==> src/design/vex_consts.svh <==
`ifndef VEX_CONSTS_SVH
`define VEX_CONSTS_SVH

// datapath width, shared by lanes, address path and APB data
`define VEX_XLEN 32

// vector register number
`define VEX_VREG_W 5

// vector length field, wide enough to hold VEX_VLMAX
`define VEX_VL_W 6

// largest vl accepted by the config block
`define VEX_VLMAX 32

// APB byte offsets of the config registers
`define VEX_CFG_VL     8'h00
`define VEX_CFG_VTYPE  8'h04
`define VEX_CFG_STRIDE 8'h08

// values loaded on reset
`define VEX_RST_VL     0
`define VEX_RST_STRIDE 4

// segment field count, nf and nf_count
`define VEX_NF_W 3

`endif

==> src/design/vex_pkg.sv <==
`default_nettype none
`include "vex_consts.svh"

package vex_pkg;

  typedef enum logic [1:0] {SRC_V, SRC_I, SRC_X} src_e;

  typedef enum logic [2:0] {
    ALU_ADD, ALU_AND, ALU_OR, ALU_XOR, ALU_MIN, ALU_MINU, ALU_MAX, ALU_MAXU
  } alu_op_e;

  typedef enum logic [1:0] {SEW8, SEW16, SEW32} sew_e;

  typedef enum logic [1:0] {STRIDE_UNIT, STRIDE_STRIDED, STRIDE_SEGMENT} stride_e;

  typedef enum logic [1:0] {FU_ALU, FU_LOAD, FU_STORE} fu_e;

  // one decoded op, both lanes
  typedef struct packed {
    fu_e                     fu;
    alu_op_e                 alu_op;
    src_e                    src1;
    src_e                    src2;
    logic                    reduce;
    sew_e                    eew;
    stride_e                 stride_type;
    logic [`VEX_NF_W-1:0]    nf;
    logic [`VEX_NF_W-1:0]    nf_count;
    logic [`VEX_VREG_W-1:0]  vd;
    logic [1:0]              wen;
    logic [`VEX_XLEN-1:0]    imm;
    logic [`VEX_XLEN-1:0]    xs1;
    logic [`VEX_XLEN-1:0]    xs2;
    logic [`VEX_XLEN-1:0]    vs1_lane0;
    logic [`VEX_XLEN-1:0]    vs1_lane1;
    logic [`VEX_XLEN-1:0]    vs2_lane0;
    logic [`VEX_XLEN-1:0]    vs2_lane1;
    logic [`VEX_XLEN-1:0]    store0;
    logic [`VEX_XLEN-1:0]    store1;
  } vex_op_t;

  typedef struct packed {
    logic [`VEX_VL_W-1:0]  vl;
    sew_e                  sew;
    logic [`VEX_XLEN-1:0]  stride;
  } vex_cfg_t;

  // what leaves for the memory stage
  typedef struct packed {
    fu_e                     fu;
    logic [`VEX_VREG_W-1:0]  vd;
    logic [1:0]              wen;
    logic [`VEX_XLEN-1:0]    result0;
    logic [`VEX_XLEN-1:0]    result1;
    logic [`VEX_XLEN-1:0]    store0;
    logic [`VEX_XLEN-1:0]    store1;
  } vex_res_t;

  // sign extend the low sew bits to full width
  function automatic logic [`VEX_XLEN-1:0] sew_sext(input logic [`VEX_XLEN-1:0] v,
                                                    input sew_e sew);
    case (sew)
      SEW8:    sew_sext = {{(`VEX_XLEN-8){v[7]}}, v[7:0]};
      SEW16:   sew_sext = {{(`VEX_XLEN-16){v[15]}}, v[15:0]};
      default: sew_sext = v;
    endcase
  endfunction

  // integer op shared by the lanes and the reduction combine
  function automatic logic [`VEX_XLEN-1:0] alu_eval(input alu_op_e op,
                                                    input logic [`VEX_XLEN-1:0] a,
                                                    input logic [`VEX_XLEN-1:0] b,
                                                    input sew_e sew);
    logic lt_s;
    logic lt_u;
    lt_s = $signed(sew_sext(a, sew)) < $signed(sew_sext(b, sew));
    lt_u = a < b;
    case (op)
      ALU_ADD:  alu_eval = a + b;
      ALU_AND:  alu_eval = a & b;
      ALU_OR:   alu_eval = a | b;
      ALU_XOR:  alu_eval = a ^ b;
      ALU_MIN:  alu_eval = lt_s ? a : b;
      ALU_MINU: alu_eval = lt_u ? a : b;
      ALU_MAX:  alu_eval = lt_s ? b : a;
      ALU_MAXU: alu_eval = lt_u ? b : a;
      default:  alu_eval = '0;
    endcase
  endfunction

endpackage

`default_nettype wire

==> src/design/vex_addr_gen.sv <==
`timescale 1ns/1ps
`default_nettype none
`include "vex_consts.svh"

module vex_addr_gen (
  input  wire [`VEX_XLEN-1:0]        base,
  input  wire vex_pkg::stride_e      stride_type,
  input  wire vex_pkg::sew_e         eew,
  input  wire [`VEX_NF_W-1:0]        nf,
  input  wire [`VEX_NF_W-1:0]        nf_count,
  input  wire [`VEX_XLEN-1:0]        cfg_stride,
  output logic [`VEX_XLEN-1:0]       addr0,
  output logic [`VEX_XLEN-1:0]       addr1
);

  logic [1:0]           size_shift;
  logic [`VEX_XLEN-1:0] field_off;
  logic [`VEX_XLEN-1:0] seg_stride;
  logic [`VEX_XLEN-1:0] lane_stride;

  // element size in bytes as a shift
  always_comb begin
    case (eew)
      vex_pkg::SEW8:  size_shift = 2'd0;
      vex_pkg::SEW16: size_shift = 2'd1;
      default:        size_shift = 2'd2;
    endcase
  end

  // offset of the current field inside a segment
  assign field_off  = `VEX_XLEN'(nf_count) << size_shift;
  assign seg_stride = (`VEX_XLEN'(nf) + `VEX_XLEN'(1)) << size_shift;

  always_comb begin
    case (stride_type)
      vex_pkg::STRIDE_STRIDED: lane_stride = cfg_stride;
      vex_pkg::STRIDE_SEGMENT: lane_stride = seg_stride;
      default:                 lane_stride = `VEX_XLEN'(4);
    endcase
  end

  assign addr0 = base + field_off;
  assign addr1 = addr0 + lane_stride;

endmodule

`default_nettype wire

==> src/design/vex_cfg_regs.sv <==
`timescale 1ns/1ps
`default_nettype none
`include "vex_consts.svh"

module vex_cfg_regs (
  input  wire                        CLK,
  input  wire                        nRST,
  input  wire                        psel,
  input  wire                        penable,
  input  wire                        pwrite,
  input  wire [7:0]                  paddr,
  input  wire [`VEX_XLEN-1:0]        pwdata,
  output logic [`VEX_XLEN-1:0]       prdata,
  output logic                       pready,
  output logic                       pslverr,
  output vex_pkg::vex_cfg_t          cfg
);

  logic access;
  logic hit_vl;
  logic hit_vtype;
  logic hit_stride;
  logic vl_bad;
  logic wr_ok;

  // access phase of a transfer
  assign access     = psel & penable;
  assign hit_vl     = paddr == `VEX_CFG_VL;
  assign hit_vtype  = paddr == `VEX_CFG_VTYPE;
  assign hit_stride = paddr == `VEX_CFG_STRIDE;
  assign vl_bad     = pwrite & hit_vl & (pwdata > `VEX_VLMAX);

  // no wait states
  assign pready  = 1'b1;
  assign pslverr = access & (~(hit_vl | hit_vtype | hit_stride) | vl_bad);
  assign wr_ok   = access & pwrite & ~pslverr;

  always_ff @(posedge CLK, negedge nRST) begin
    if (!nRST) begin
      cfg.vl     <= `VEX_VL_W'(`VEX_RST_VL);
      cfg.sew    <= vex_pkg::SEW32;
      cfg.stride <= `VEX_XLEN'(`VEX_RST_STRIDE);
    end else if (wr_ok) begin
      if (hit_vl) cfg.vl <= pwdata[`VEX_VL_W-1:0];
      if (hit_vtype) cfg.sew <= vex_pkg::sew_e'(pwdata[1:0]);
      if (hit_stride) cfg.stride <= pwdata;
    end
  end

  // read back, unmapped reads as zero
  always_comb begin
    prdata = '0;
    if (hit_vl) begin
      prdata[`VEX_VL_W-1:0] = cfg.vl;
    end else if (hit_vtype) begin
      prdata[1:0] = cfg.sew;
    end else if (hit_stride) begin
      prdata = cfg.stride;
    end
  end

  a_penable_needs_psel: assert property (@(posedge CLK) disable iff (!nRST)
    penable |-> psel);

endmodule

`default_nettype wire

==> src/design/vex_execute.sv <==
`timescale 1ns/1ps
`default_nettype none
`include "vex_consts.svh"

module vex_execute (
  input  wire                        CLK,
  input  wire                        nRST,
  input  wire                        psel,
  input  wire                        penable,
  input  wire                        pwrite,
  input  wire [7:0]                  paddr,
  input  wire [`VEX_XLEN-1:0]        pwdata,
  output logic [`VEX_XLEN-1:0]       prdata,
  output logic                       pready,
  output logic                       pslverr,
  input  wire                        op_valid,
  input  wire vex_pkg::vex_op_t      op,
  output logic                       op_ready,
  output logic                       res_valid,
  output vex_pkg::vex_res_t          res,
  input  wire                        mem_ready,
  input  wire                        flush
);

  vex_pkg::vex_cfg_t    cfg;
  logic                 iss_valid;
  vex_pkg::vex_op_t     iss_op;
  logic [`VEX_XLEN-1:0] lane0_res;
  logic [`VEX_XLEN-1:0] lane1_res;
  logic [`VEX_XLEN-1:0] addr0;
  logic [`VEX_XLEN-1:0] addr1;
  vex_pkg::vex_res_t    ex_res;

  // one enable for both stages, stalls while a result waits
  assign op_ready = mem_ready | ~res_valid;

  vex_cfg_regs u_cfg_regs (.CLK, .nRST, .psel, .penable, .pwrite, .paddr, .pwdata,
                           .prdata, .pready, .pslverr, .cfg);

  vex_stage_reg #(.payload_t(vex_pkg::vex_op_t)) u_issue (
    .CLK, .nRST, .en(op_ready), .flush, .in_valid(op_valid), .in_data(op),
    .out_valid(iss_valid), .out_data(iss_op));

  vex_lane_alu u_lane0 (.src1(iss_op.src1), .src2(iss_op.src2), .vs1(iss_op.vs1_lane0),
                        .vs2(iss_op.vs2_lane0), .imm(iss_op.imm), .xs(iss_op.xs1),
                        .alu_op(iss_op.alu_op), .sew(cfg.sew), .result(lane0_res));

  vex_lane_alu u_lane1 (.src1(iss_op.src1), .src2(iss_op.src2), .vs1(iss_op.vs1_lane1),
                        .vs2(iss_op.vs2_lane1), .imm(iss_op.imm), .xs(iss_op.xs1),
                        .alu_op(iss_op.alu_op), .sew(cfg.sew), .result(lane1_res));

  // base address from the second scalar operand
  vex_addr_gen u_addr_gen (.base(iss_op.xs2), .stride_type(iss_op.stride_type),
                           .eew(iss_op.eew), .nf(iss_op.nf), .nf_count(iss_op.nf_count),
                           .cfg_stride(cfg.stride), .addr0, .addr1);

  vex_reduce u_reduce (.fu(iss_op.fu), .reduce(iss_op.reduce), .alu_op(iss_op.alu_op),
                       .sew(cfg.sew), .vl(cfg.vl), .lane0(lane0_res), .lane1(lane1_res),
                       .addr0, .addr1, .result0(ex_res.result0), .result1(ex_res.result1));

  assign ex_res.fu     = iss_op.fu;
  assign ex_res.vd     = iss_op.vd;
  assign ex_res.wen    = iss_op.wen;
  assign ex_res.store0 = iss_op.store0;
  assign ex_res.store1 = iss_op.store1;

  vex_stage_reg #(.payload_t(vex_pkg::vex_res_t)) u_retire (
    .CLK, .nRST, .en(op_ready), .flush, .in_valid(iss_valid), .in_data(ex_res),
    .out_valid(res_valid), .out_data(res));

endmodule

`default_nettype wire

==> src/design/vex_lane_alu.sv <==
`timescale 1ns/1ps
`default_nettype none
`include "vex_consts.svh"

module vex_lane_alu (
  input  wire vex_pkg::src_e         src1,
  input  wire vex_pkg::src_e         src2,
  input  wire [`VEX_XLEN-1:0]        vs1,
  input  wire [`VEX_XLEN-1:0]        vs2,
  input  wire [`VEX_XLEN-1:0]        imm,
  input  wire [`VEX_XLEN-1:0]        xs,
  input  wire vex_pkg::alu_op_e      alu_op,
  input  wire vex_pkg::sew_e         sew,
  output logic [`VEX_XLEN-1:0]       result
);

  logic [`VEX_XLEN-1:0] opa;
  logic [`VEX_XLEN-1:0] opb;

  // vector, immediate or scalar operand
  function automatic logic [`VEX_XLEN-1:0] operand_sel(input vex_pkg::src_e src,
                                                       input logic [`VEX_XLEN-1:0] v,
                                                       input logic [`VEX_XLEN-1:0] i,
                                                       input logic [`VEX_XLEN-1:0] x);
    case (src)
      vex_pkg::SRC_V: operand_sel = v;
      vex_pkg::SRC_I: operand_sel = i;
      vex_pkg::SRC_X: operand_sel = x;
      default:        operand_sel = '0;
    endcase
  endfunction

  assign opa = operand_sel(src1, vs1, imm, xs);
  assign opb = operand_sel(src2, vs2, imm, xs);

  // signed min/max compare at sew, unsigned at full width
  assign result = vex_pkg::alu_eval(alu_op, opa, opb, sew);

endmodule

`default_nettype wire

==> src/design/vex_reduce.sv <==
`timescale 1ns/1ps
`default_nettype none
`include "vex_consts.svh"

module vex_reduce (
  input  wire vex_pkg::fu_e          fu,
  input  wire                        reduce,
  input  wire vex_pkg::alu_op_e      alu_op,
  input  wire vex_pkg::sew_e         sew,
  input  wire [`VEX_VL_W-1:0]        vl,
  input  wire [`VEX_XLEN-1:0]        lane0,
  input  wire [`VEX_XLEN-1:0]        lane1,
  input  wire [`VEX_XLEN-1:0]        addr0,
  input  wire [`VEX_XLEN-1:0]        addr1,
  output logic [`VEX_XLEN-1:0]       result0,
  output logic [`VEX_XLEN-1:0]       result1
);

  logic                 is_mem;
  logic                 do_combine;
  logic [`VEX_XLEN-1:0] combined;

  assign is_mem = (fu == vex_pkg::FU_LOAD) | (fu == vex_pkg::FU_STORE);

  // a single element has nothing to fold in
  assign do_combine = reduce & (vl != `VEX_VL_W'(1));

  // same op and sew rule as the lanes
  assign combined = vex_pkg::alu_eval(alu_op, lane0, lane1, sew);

  always_comb begin
    if (is_mem) begin
      result0 = addr0;
      result1 = addr1;
    end else if (do_combine) begin
      result0 = combined;
      result1 = lane1;
    end else begin
      result0 = lane0;
      result1 = lane1;
    end
  end

endmodule

`default_nettype wire

==> src/design/vex_stage_reg.sv <==
`timescale 1ns/1ps
`default_nettype none

module vex_stage_reg #(
  parameter type payload_t = logic
) (
  input  wire       CLK,
  input  wire       nRST,
  input  wire       en,
  input  wire       flush,
  input  wire       in_valid,
  input  wire       payload_t in_data,
  output logic      out_valid,
  output payload_t  out_data
);

  // flush wins over enable
  always_ff @(posedge CLK, negedge nRST) begin
    if (!nRST) begin
      out_valid <= 1'b0;
    end else if (flush) begin
      out_valid <= 1'b0;
    end else if (en) begin
      out_valid <= in_valid;
    end
  end

  always_ff @(posedge CLK) begin
    if (en) out_data <= in_data;
  end

  // a valid word never carries unknown bits
  a_valid_data_known: assert property (@(posedge CLK) disable iff (!nRST)
    out_valid |-> !$isunknown(out_data));

endmodule

`default_nettype wire

==> config.mk <==
export PLATFORM = sky130hd
export DESIGN_NAME = vex_execute
export DESIGN_NICKNAME = d
export VERILOG_FILES = /design/src/design/vex_pkg.sv /design/src/design/vex_addr_gen.sv /design/src/design/vex_cfg_regs.sv /design/src/design/vex_execute.sv /design/src/design/vex_lane_alu.sv /design/src/design/vex_reduce.sv /design/src/design/vex_stage_reg.sv
export VERILOG_INCLUDE_DIRS = /design/src /design/src/design
export SDC_FILE = /design/constraint.sdc
export NUM_CORES = 2
export LEC_CHECK = 0
export BUFFER_PORTS_ARGS = -buffer_cell sky130_fd_sc_hd__buf_2
export CAP_MARGIN = 20
export CORE_MARGIN = 5
export CORE_UTILIZATION = 50
export DETAILED_ROUTE_END_ITERATION = 8
export GPL_TIMING_DRIVEN = 1
export MAX_ROUTING_LAYER = met4
export PLACE_DENSITY = 0.76
export SETUP_SLACK_MARGIN = 0.15
export SLEW_MARGIN = 20
export SYNTH_ARGS = -nofsm -noshare
export SYNTH_HDL_FRONTEND = slang
export SYNTH_SLANG_ARGS = --single-unit
==> constraint.sdc <==
create_clock -name CLK -period 25.2 [get_ports CLK]
set_input_delay 1.26 -clock CLK [delete_from_list [all_inputs] [get_ports CLK]]
set_output_delay 1.26 -clock CLK [all_outputs]
set_load 0.03 [all_outputs]
## Word level (Yosys, flattened, before mapping)

Index checks and enable logic that the tools add are counted.
Widths: inputs -> output; s select.

| storage, ports and cells | value |
|---|---|
| flip-flop bits (word level) | 494 |
| bits of input ports | 363 |
| logic and storage cells | 140 |

| operators by class | value |
|---|---|
| add/sub/neg operators | 6 |
| $lt $le $gt $ge | 7 |
| eq/ne operators | 20 |
| shifts and indexed selects | 2 |
| multiplexer cells | 39 |
| bitwise operators | 24 |
| reductions and logical operators | 10 |

Operators with widths:

| kind | number |
|---|---|
| $pmux 32 s8 | 3 |
| $mux 32 | 16 |
| $pmux 32 s2 | 7 |
| $pmux 32 s3 | 4 |
| $lt 32x32->1 | 6 |
| $add 32x32->32 | 5 |
| $and 32x32->32 | 3 |
| $or 32x32->32 | 3 |
| $xor 32x32->32 | 3 |
| $gt 32x6->1 const B | 1 |
| $shl 3x2->32 | 1 |
| $shl 32x2->32 | 1 |
| $mux 30 | 1 |
| $mux 26 | 1 |
| $eq 2x1->1 const B | 6 |
| $eq 3x3->1 const B | 4 |
| $eq 2x2->1 const B | 4 |
| $eq 8x3->1 const B | 1 |
| $eq 8x4->1 const B | 1 |
| $logic_not 2->1 | 4 |
| $logic_not 8->1 | 1 |
| $and 1x1->1 | 7 |
| $eq 3x2->1 const B | 2 |
| $mux 6 | 1 |
| 11 further kinds | 22 |

## Longest topological paths before layout

| depth | value |
|---|---|
| depth in word-level cells | 12 |
| mapped depth | 37 |
| gate-level depth less buffers | 33 |

## By module

Synthesis repeated with hierarchy kept, for this count alone.

| unflattened totals | value |
|---|---|
| cells, all modules | 4012 |
| area, all modules | 38235.4 um2 |

Modules (own cells, without submodules):

| module | times used | cells each | area each (um2) | sequential area each (um2) |
|---|---|---|---|---|
| vex_stage_reg at u_issue | 1 | 318 | 9497.9 | 9484.1 |
| vex_lane_alu at u_lane0 | 1 | 985 | 6805.3 | 0.0 |
| vex_lane_alu at u_lane1 | 1 | 972 | 6520.0 | 0.0 |
| vex_reduce | 1 | 1026 | 6483.7 | 0.0 |
| vex_stage_reg at u_retire | 1 | 140 | 4152.7 | 4139.0 |
| vex_addr_gen | 1 | 411 | 2817.7 | 0.0 |
| vex_cfg_regs | 1 | 159 | 1951.9 | 1003.5 |
| vex_execute | 1 | 1 | 6.3 | 0.0 |

## Worst setup path after synthesis

Ideal clock, no wire load.

| timing path | value |
|---|---|
| path type | in2out |
| start point | input port mem_ready |
| end point | output port op_ready |
| data arrival time | 10.230 ns |
| path slack | 13.710 ns |
| stages | 2 |
| cells stage by stage | nor2b_1 -> inv_1 |

| on the way | value |
|---|---|
| longest elaborated chain between the ends | 1 |

RTL lines:

| element | line | RTL |
|---|---|---|
| from (decl) | vex_execute.sv:21 | `input wire mem_ready,` |
| $or 1x1->1 | vex_execute.sv:35 | `assign op_ready = mem_ready \| ~res_valid;` |
| to (decl) | vex_execute.sv:18 | `output logic op_ready,` |

No other way between the ends.

==> reports/qor.txt <==
top cell type's share of synthesized area -> 0.363
main combinational cell family by area after synthesis -> compound AO/OA/AOI/OAI gates
Setup crit start kind -> register
sequential share of power -> 0.331
Yosys cell types -> 87
Synth Area in Compound Gates -> 0.191
endpoints failing setup -> 0
Crit Path Class -> register to register
class of the worst hold path -> register to register
skew final -> 0.0351 ns
antenna violations before repair -> 5
Leakage -> 19.8 nW
P_int -> 1.87 mW
CP endpoint kind -> register
Synth Flop Type -> edfxtp_1
Hold EP -> u_retire.out_data[40]
Power, Total -> 3.08 mW
Async S/R FF share, synth -> 0.0850
via count -> 32200
Post-CTS Resized -> 0
DR iter-0 viols -> 3951
final wirelength -> 131000 um
FF-to-FF End -> u_retire.out_data[114]
cts hold-fix bufs -> 0
HP Start -> u_issue.out_data[40]
synth top area cells -> edfxtp_1 (36%), ha_1 (13%), mux2i_1 (7.4%)
DR DRC count -> 0
Net Sw Frac -> 0.393
starting density of the core -> 0.503
clock buffer depth -> 3
Die H -> 283 um
RSZ-0062 raised after global routing -> false
R2R Path Start -> u_issue.out_data[308]
H-tree Lvls -> 2
largest net degree at the start of global routing -> 144
Final Cycle Share -> 0.476
P per Cell Area -> 72.0 mW/mm2
fin crit period -> 12.00 ns
Post-Synth Simple-Gate Area -> 0.102
EDFF count, synth -> 452
die area -> 0.0803 mm2
Detailed Place HPWL -> 101000 um
Post-CTS Setup Inserts -> 0
Reg clk slew, reported paths -> 0.07 ns
Syn Area/Cell -> 9.94 um2
Hold Vio Cnt, Final -> 0
Synth Net Count -> 4529
post-route ant nets -> 0
Placeable Area -> 0.0743 mm2
mux share of post-synthesis cell area -> 0.0978
WP data required -> 25.67 ns
clk sinks -> 494
Syn Inst Count -> 3761
first-pass GRT wire length -> 193000 um
Worst path slowest cell -> nor2_1
Root Driver -> clkbuf_16
Synth warnings -> 0
top-count cell post-synth -> edfxtp_1
GP Congestion -> 1.02
flops & latches, synth -> 494
Min-Delay Path Depth -> 0
Via density -> 6.15
Num CTS Buffers -> 53
Mapped Area -> 0.0374 mm2
total iterations of the first detailed-routing run -> 6
xor-xnor portion of the synthesized cell area -> 0.0316
Max Cap Violations -> 0
port buffer count -> 534
CP Data Arrival Time -> 12.47 ns
Worst Path Max Fanout -> 42
Comb pwr share -> 0.420
status -> completed
clock insertion delay at the later pin of the skew report -> 0.64 ns
Critical Path Most Common Cell -> a21oi_1
Psw -> 1.21 mW
flop2flop setup slack -> 13.20 ns
gr usage total -> 0.319
sequential-to-total area share from yosys stat -> 0.391
vias in the first global route -> 31200
clock network fraction of total power -> 0.249
Largest stage delay, worst path -> 0.90 ns
gr ovfl total -> 0
worst r2r path cells -> 32
Max VDD drop -> 64.3 uV
Net count, final -> 4989
Syn-to-layout area delta -> 14.6%
max-slew violation count -> 0
Synth Area in Adders -> 0.137
Die Span X -> 283 um
Synth top cells by count -> edfxtp_1 (452), ha_1 (400), a21oi_1 (287)
Least-Margin Pin Slew -> 1.22 ns
DR WL/cell -> 25.1 um
Slew headroom -> 0.181
I/O pin cnt -> 536
Core Rows -> 100
Max Clk Rate -> 83.3 MHz
CTS tree -> built
area leader, netlist -> edfxtp_1
setup TNS -> 0 ns
fraction of final layout cells sized beyond drive strength 1 -> 0.187
==> routing by layer <==
metal,global-route usage,up-vias,part of all wire
met1,0.404,15300,0.39
met2,0.511,1764,0.47
li1,-,14800,-
met4,0.123,0,0.046
met3,0.0576,328,0.091
met5,-,-,0
==> layout by cell type, fill, tap and decap left out, types with 13 or more instances in the layout <==
cell | Yosys | layout
clkbuf_1 | 167 | 13
o21bai_1 | 26 | 26
o22ai_1 | 23 | 23
a21o_1 | 115 | 115
xnor2_1 | 89 | 88
nand4_1 | 26 | 26
edfxtp_1 | 452 | 452
or3_1 | 14 | 14
mux2_2 | 46 | 46
o21ai_0 | 270 | 266
nor2b_1 | 24 | 22
mux4_2 | 17 | 17
inv_1 | 271 | 270
ha_1 | 400 | 400
o211ai_1 | 31 | 31
o31ai_1 | 13 | 13
o21a_1 | 41 | 41
buf_2 | 7 | 534
o221ai_1 | 17 | 17
and2_1 | 60 | 60
a221oi_1 | 45 | 45
buf_4 | 3 | 73
clkbuf_16 | 0 | 54
dfrtp_1 | 40 | 40
nor2_1 | 230 | 224
xor2_1 | 46 | 45
a21oi_1 | 287 | 287
nand2_1 | 256 | 256
nor4_1 | 24 | 23
nand2b_1 | 35 | 35
a31oi_1 | 19 | 19
mux2i_1 | 275 | 275
a22oi_1 | 35 | 35
nor3_1 | 36 | 35
nand3_1 | 48 | 48
and3_1 | 14 | 14
o22a_1 | 17 | 17
a211oi_1 | 41 | 41
==> critical path, delay by kind of cell, from the launching register on <==
| kind | cells | cell delay, ns |
|---|---|---|
| muxes | 3 | 0.84 |
| and+or+nand+nor | 9 | 4.64 |
| adders and majority gates | 2 | 0.74 |
| DFF | 1 | 0.31 |
| AOI/OAI and AO/OA | 15 | 3.85 |
| buffers and inverters | 3 | 1.43 |
==> logic make-up after synthesis <==
group	count (synthesis)
compound gates	1100
xor+xnor	135
fa+ha+maj	405
mux	338
flops	494
buf+inv	478
other cells	2
simple gates	809
==> state kept, by name (all words and copies together), names as in the netlist <==
name,cells
u_retire.out_data,137
u_issue.out_data,315
u_retire.out_valid,1
u_cfg_regs.cfg,40
u_issue.out_valid,1
==> how the worst max path moves through the flow <==
stage | start | endpoint | slack [ns] | depth (start not counted)
2_1_floorplan | mem_ready | op_ready | 13.71 | 2
3_3_place_gp | u_issue.out_data[307] | u_retire.out_data[112] | 13.98 | 32
3_5_place_dp | u_issue.out_data[308] | u_retire.out_data[121] | 13.76 | 32
4_1_cts | u_issue.out_data[308] | u_retire.out_data[121] | 13.72 | 32
5_1_grt | u_issue.out_data[308] | u_retire.out_data[121] | 12.61 | 32
6_report | u_issue.out_data[308] | u_retire.out_data[114] | 13.20 | 32
==> layout make-up <==
type | count | area (um2)
Inverter | 273 | 1030
Timing Repair Buffer | 610 | 3270
Tap cell | 969 | 1210
Sequential cell | 494 | 14600
Clock buffer | 68 | 1410
Multi-Input combinational cell | 2789 | 21000
Antenna cell | 5 | 12.5
Fill cell | 6488 | 31500
Clock inverter | 26 | 280
==> metrics by stage <==
step,util,hold WS [ns],setup slack (ns),cell area (um2),std cells
6_report,0.576,0.411,13.20,42800,5234
5_1_grt,0.576,0.419,12.61,42800,5233
4_1_cts,0.576,0.409,13.72,42800,5229
3_5_place_dp,0.553,0.405,13.76,41100,5135
3_3_place_gp,0.553,0.400,13.98,41100,5135
2_1_floorplan,-,0.400,13.71,37400,3761
==> power by group through the flow <==
| stage | clock [mW] | combinational (mW) | sequential, mW |
|---|---|---|---|
| final | 0.769 | 1.29 | 1.02 |
| after global routing | 0.821 | 1.38 | 1.03 |
| after floorplan | 0 | 0.789 | 1.11 |
| after detailed placement | 0 | 1.25 | 1.04 |
| after CTS | 0.782 | 1.26 | 1.02 |
| after global placement | 0 | 1.25 | 1.04 |
(Power assumes the default switching activity.)
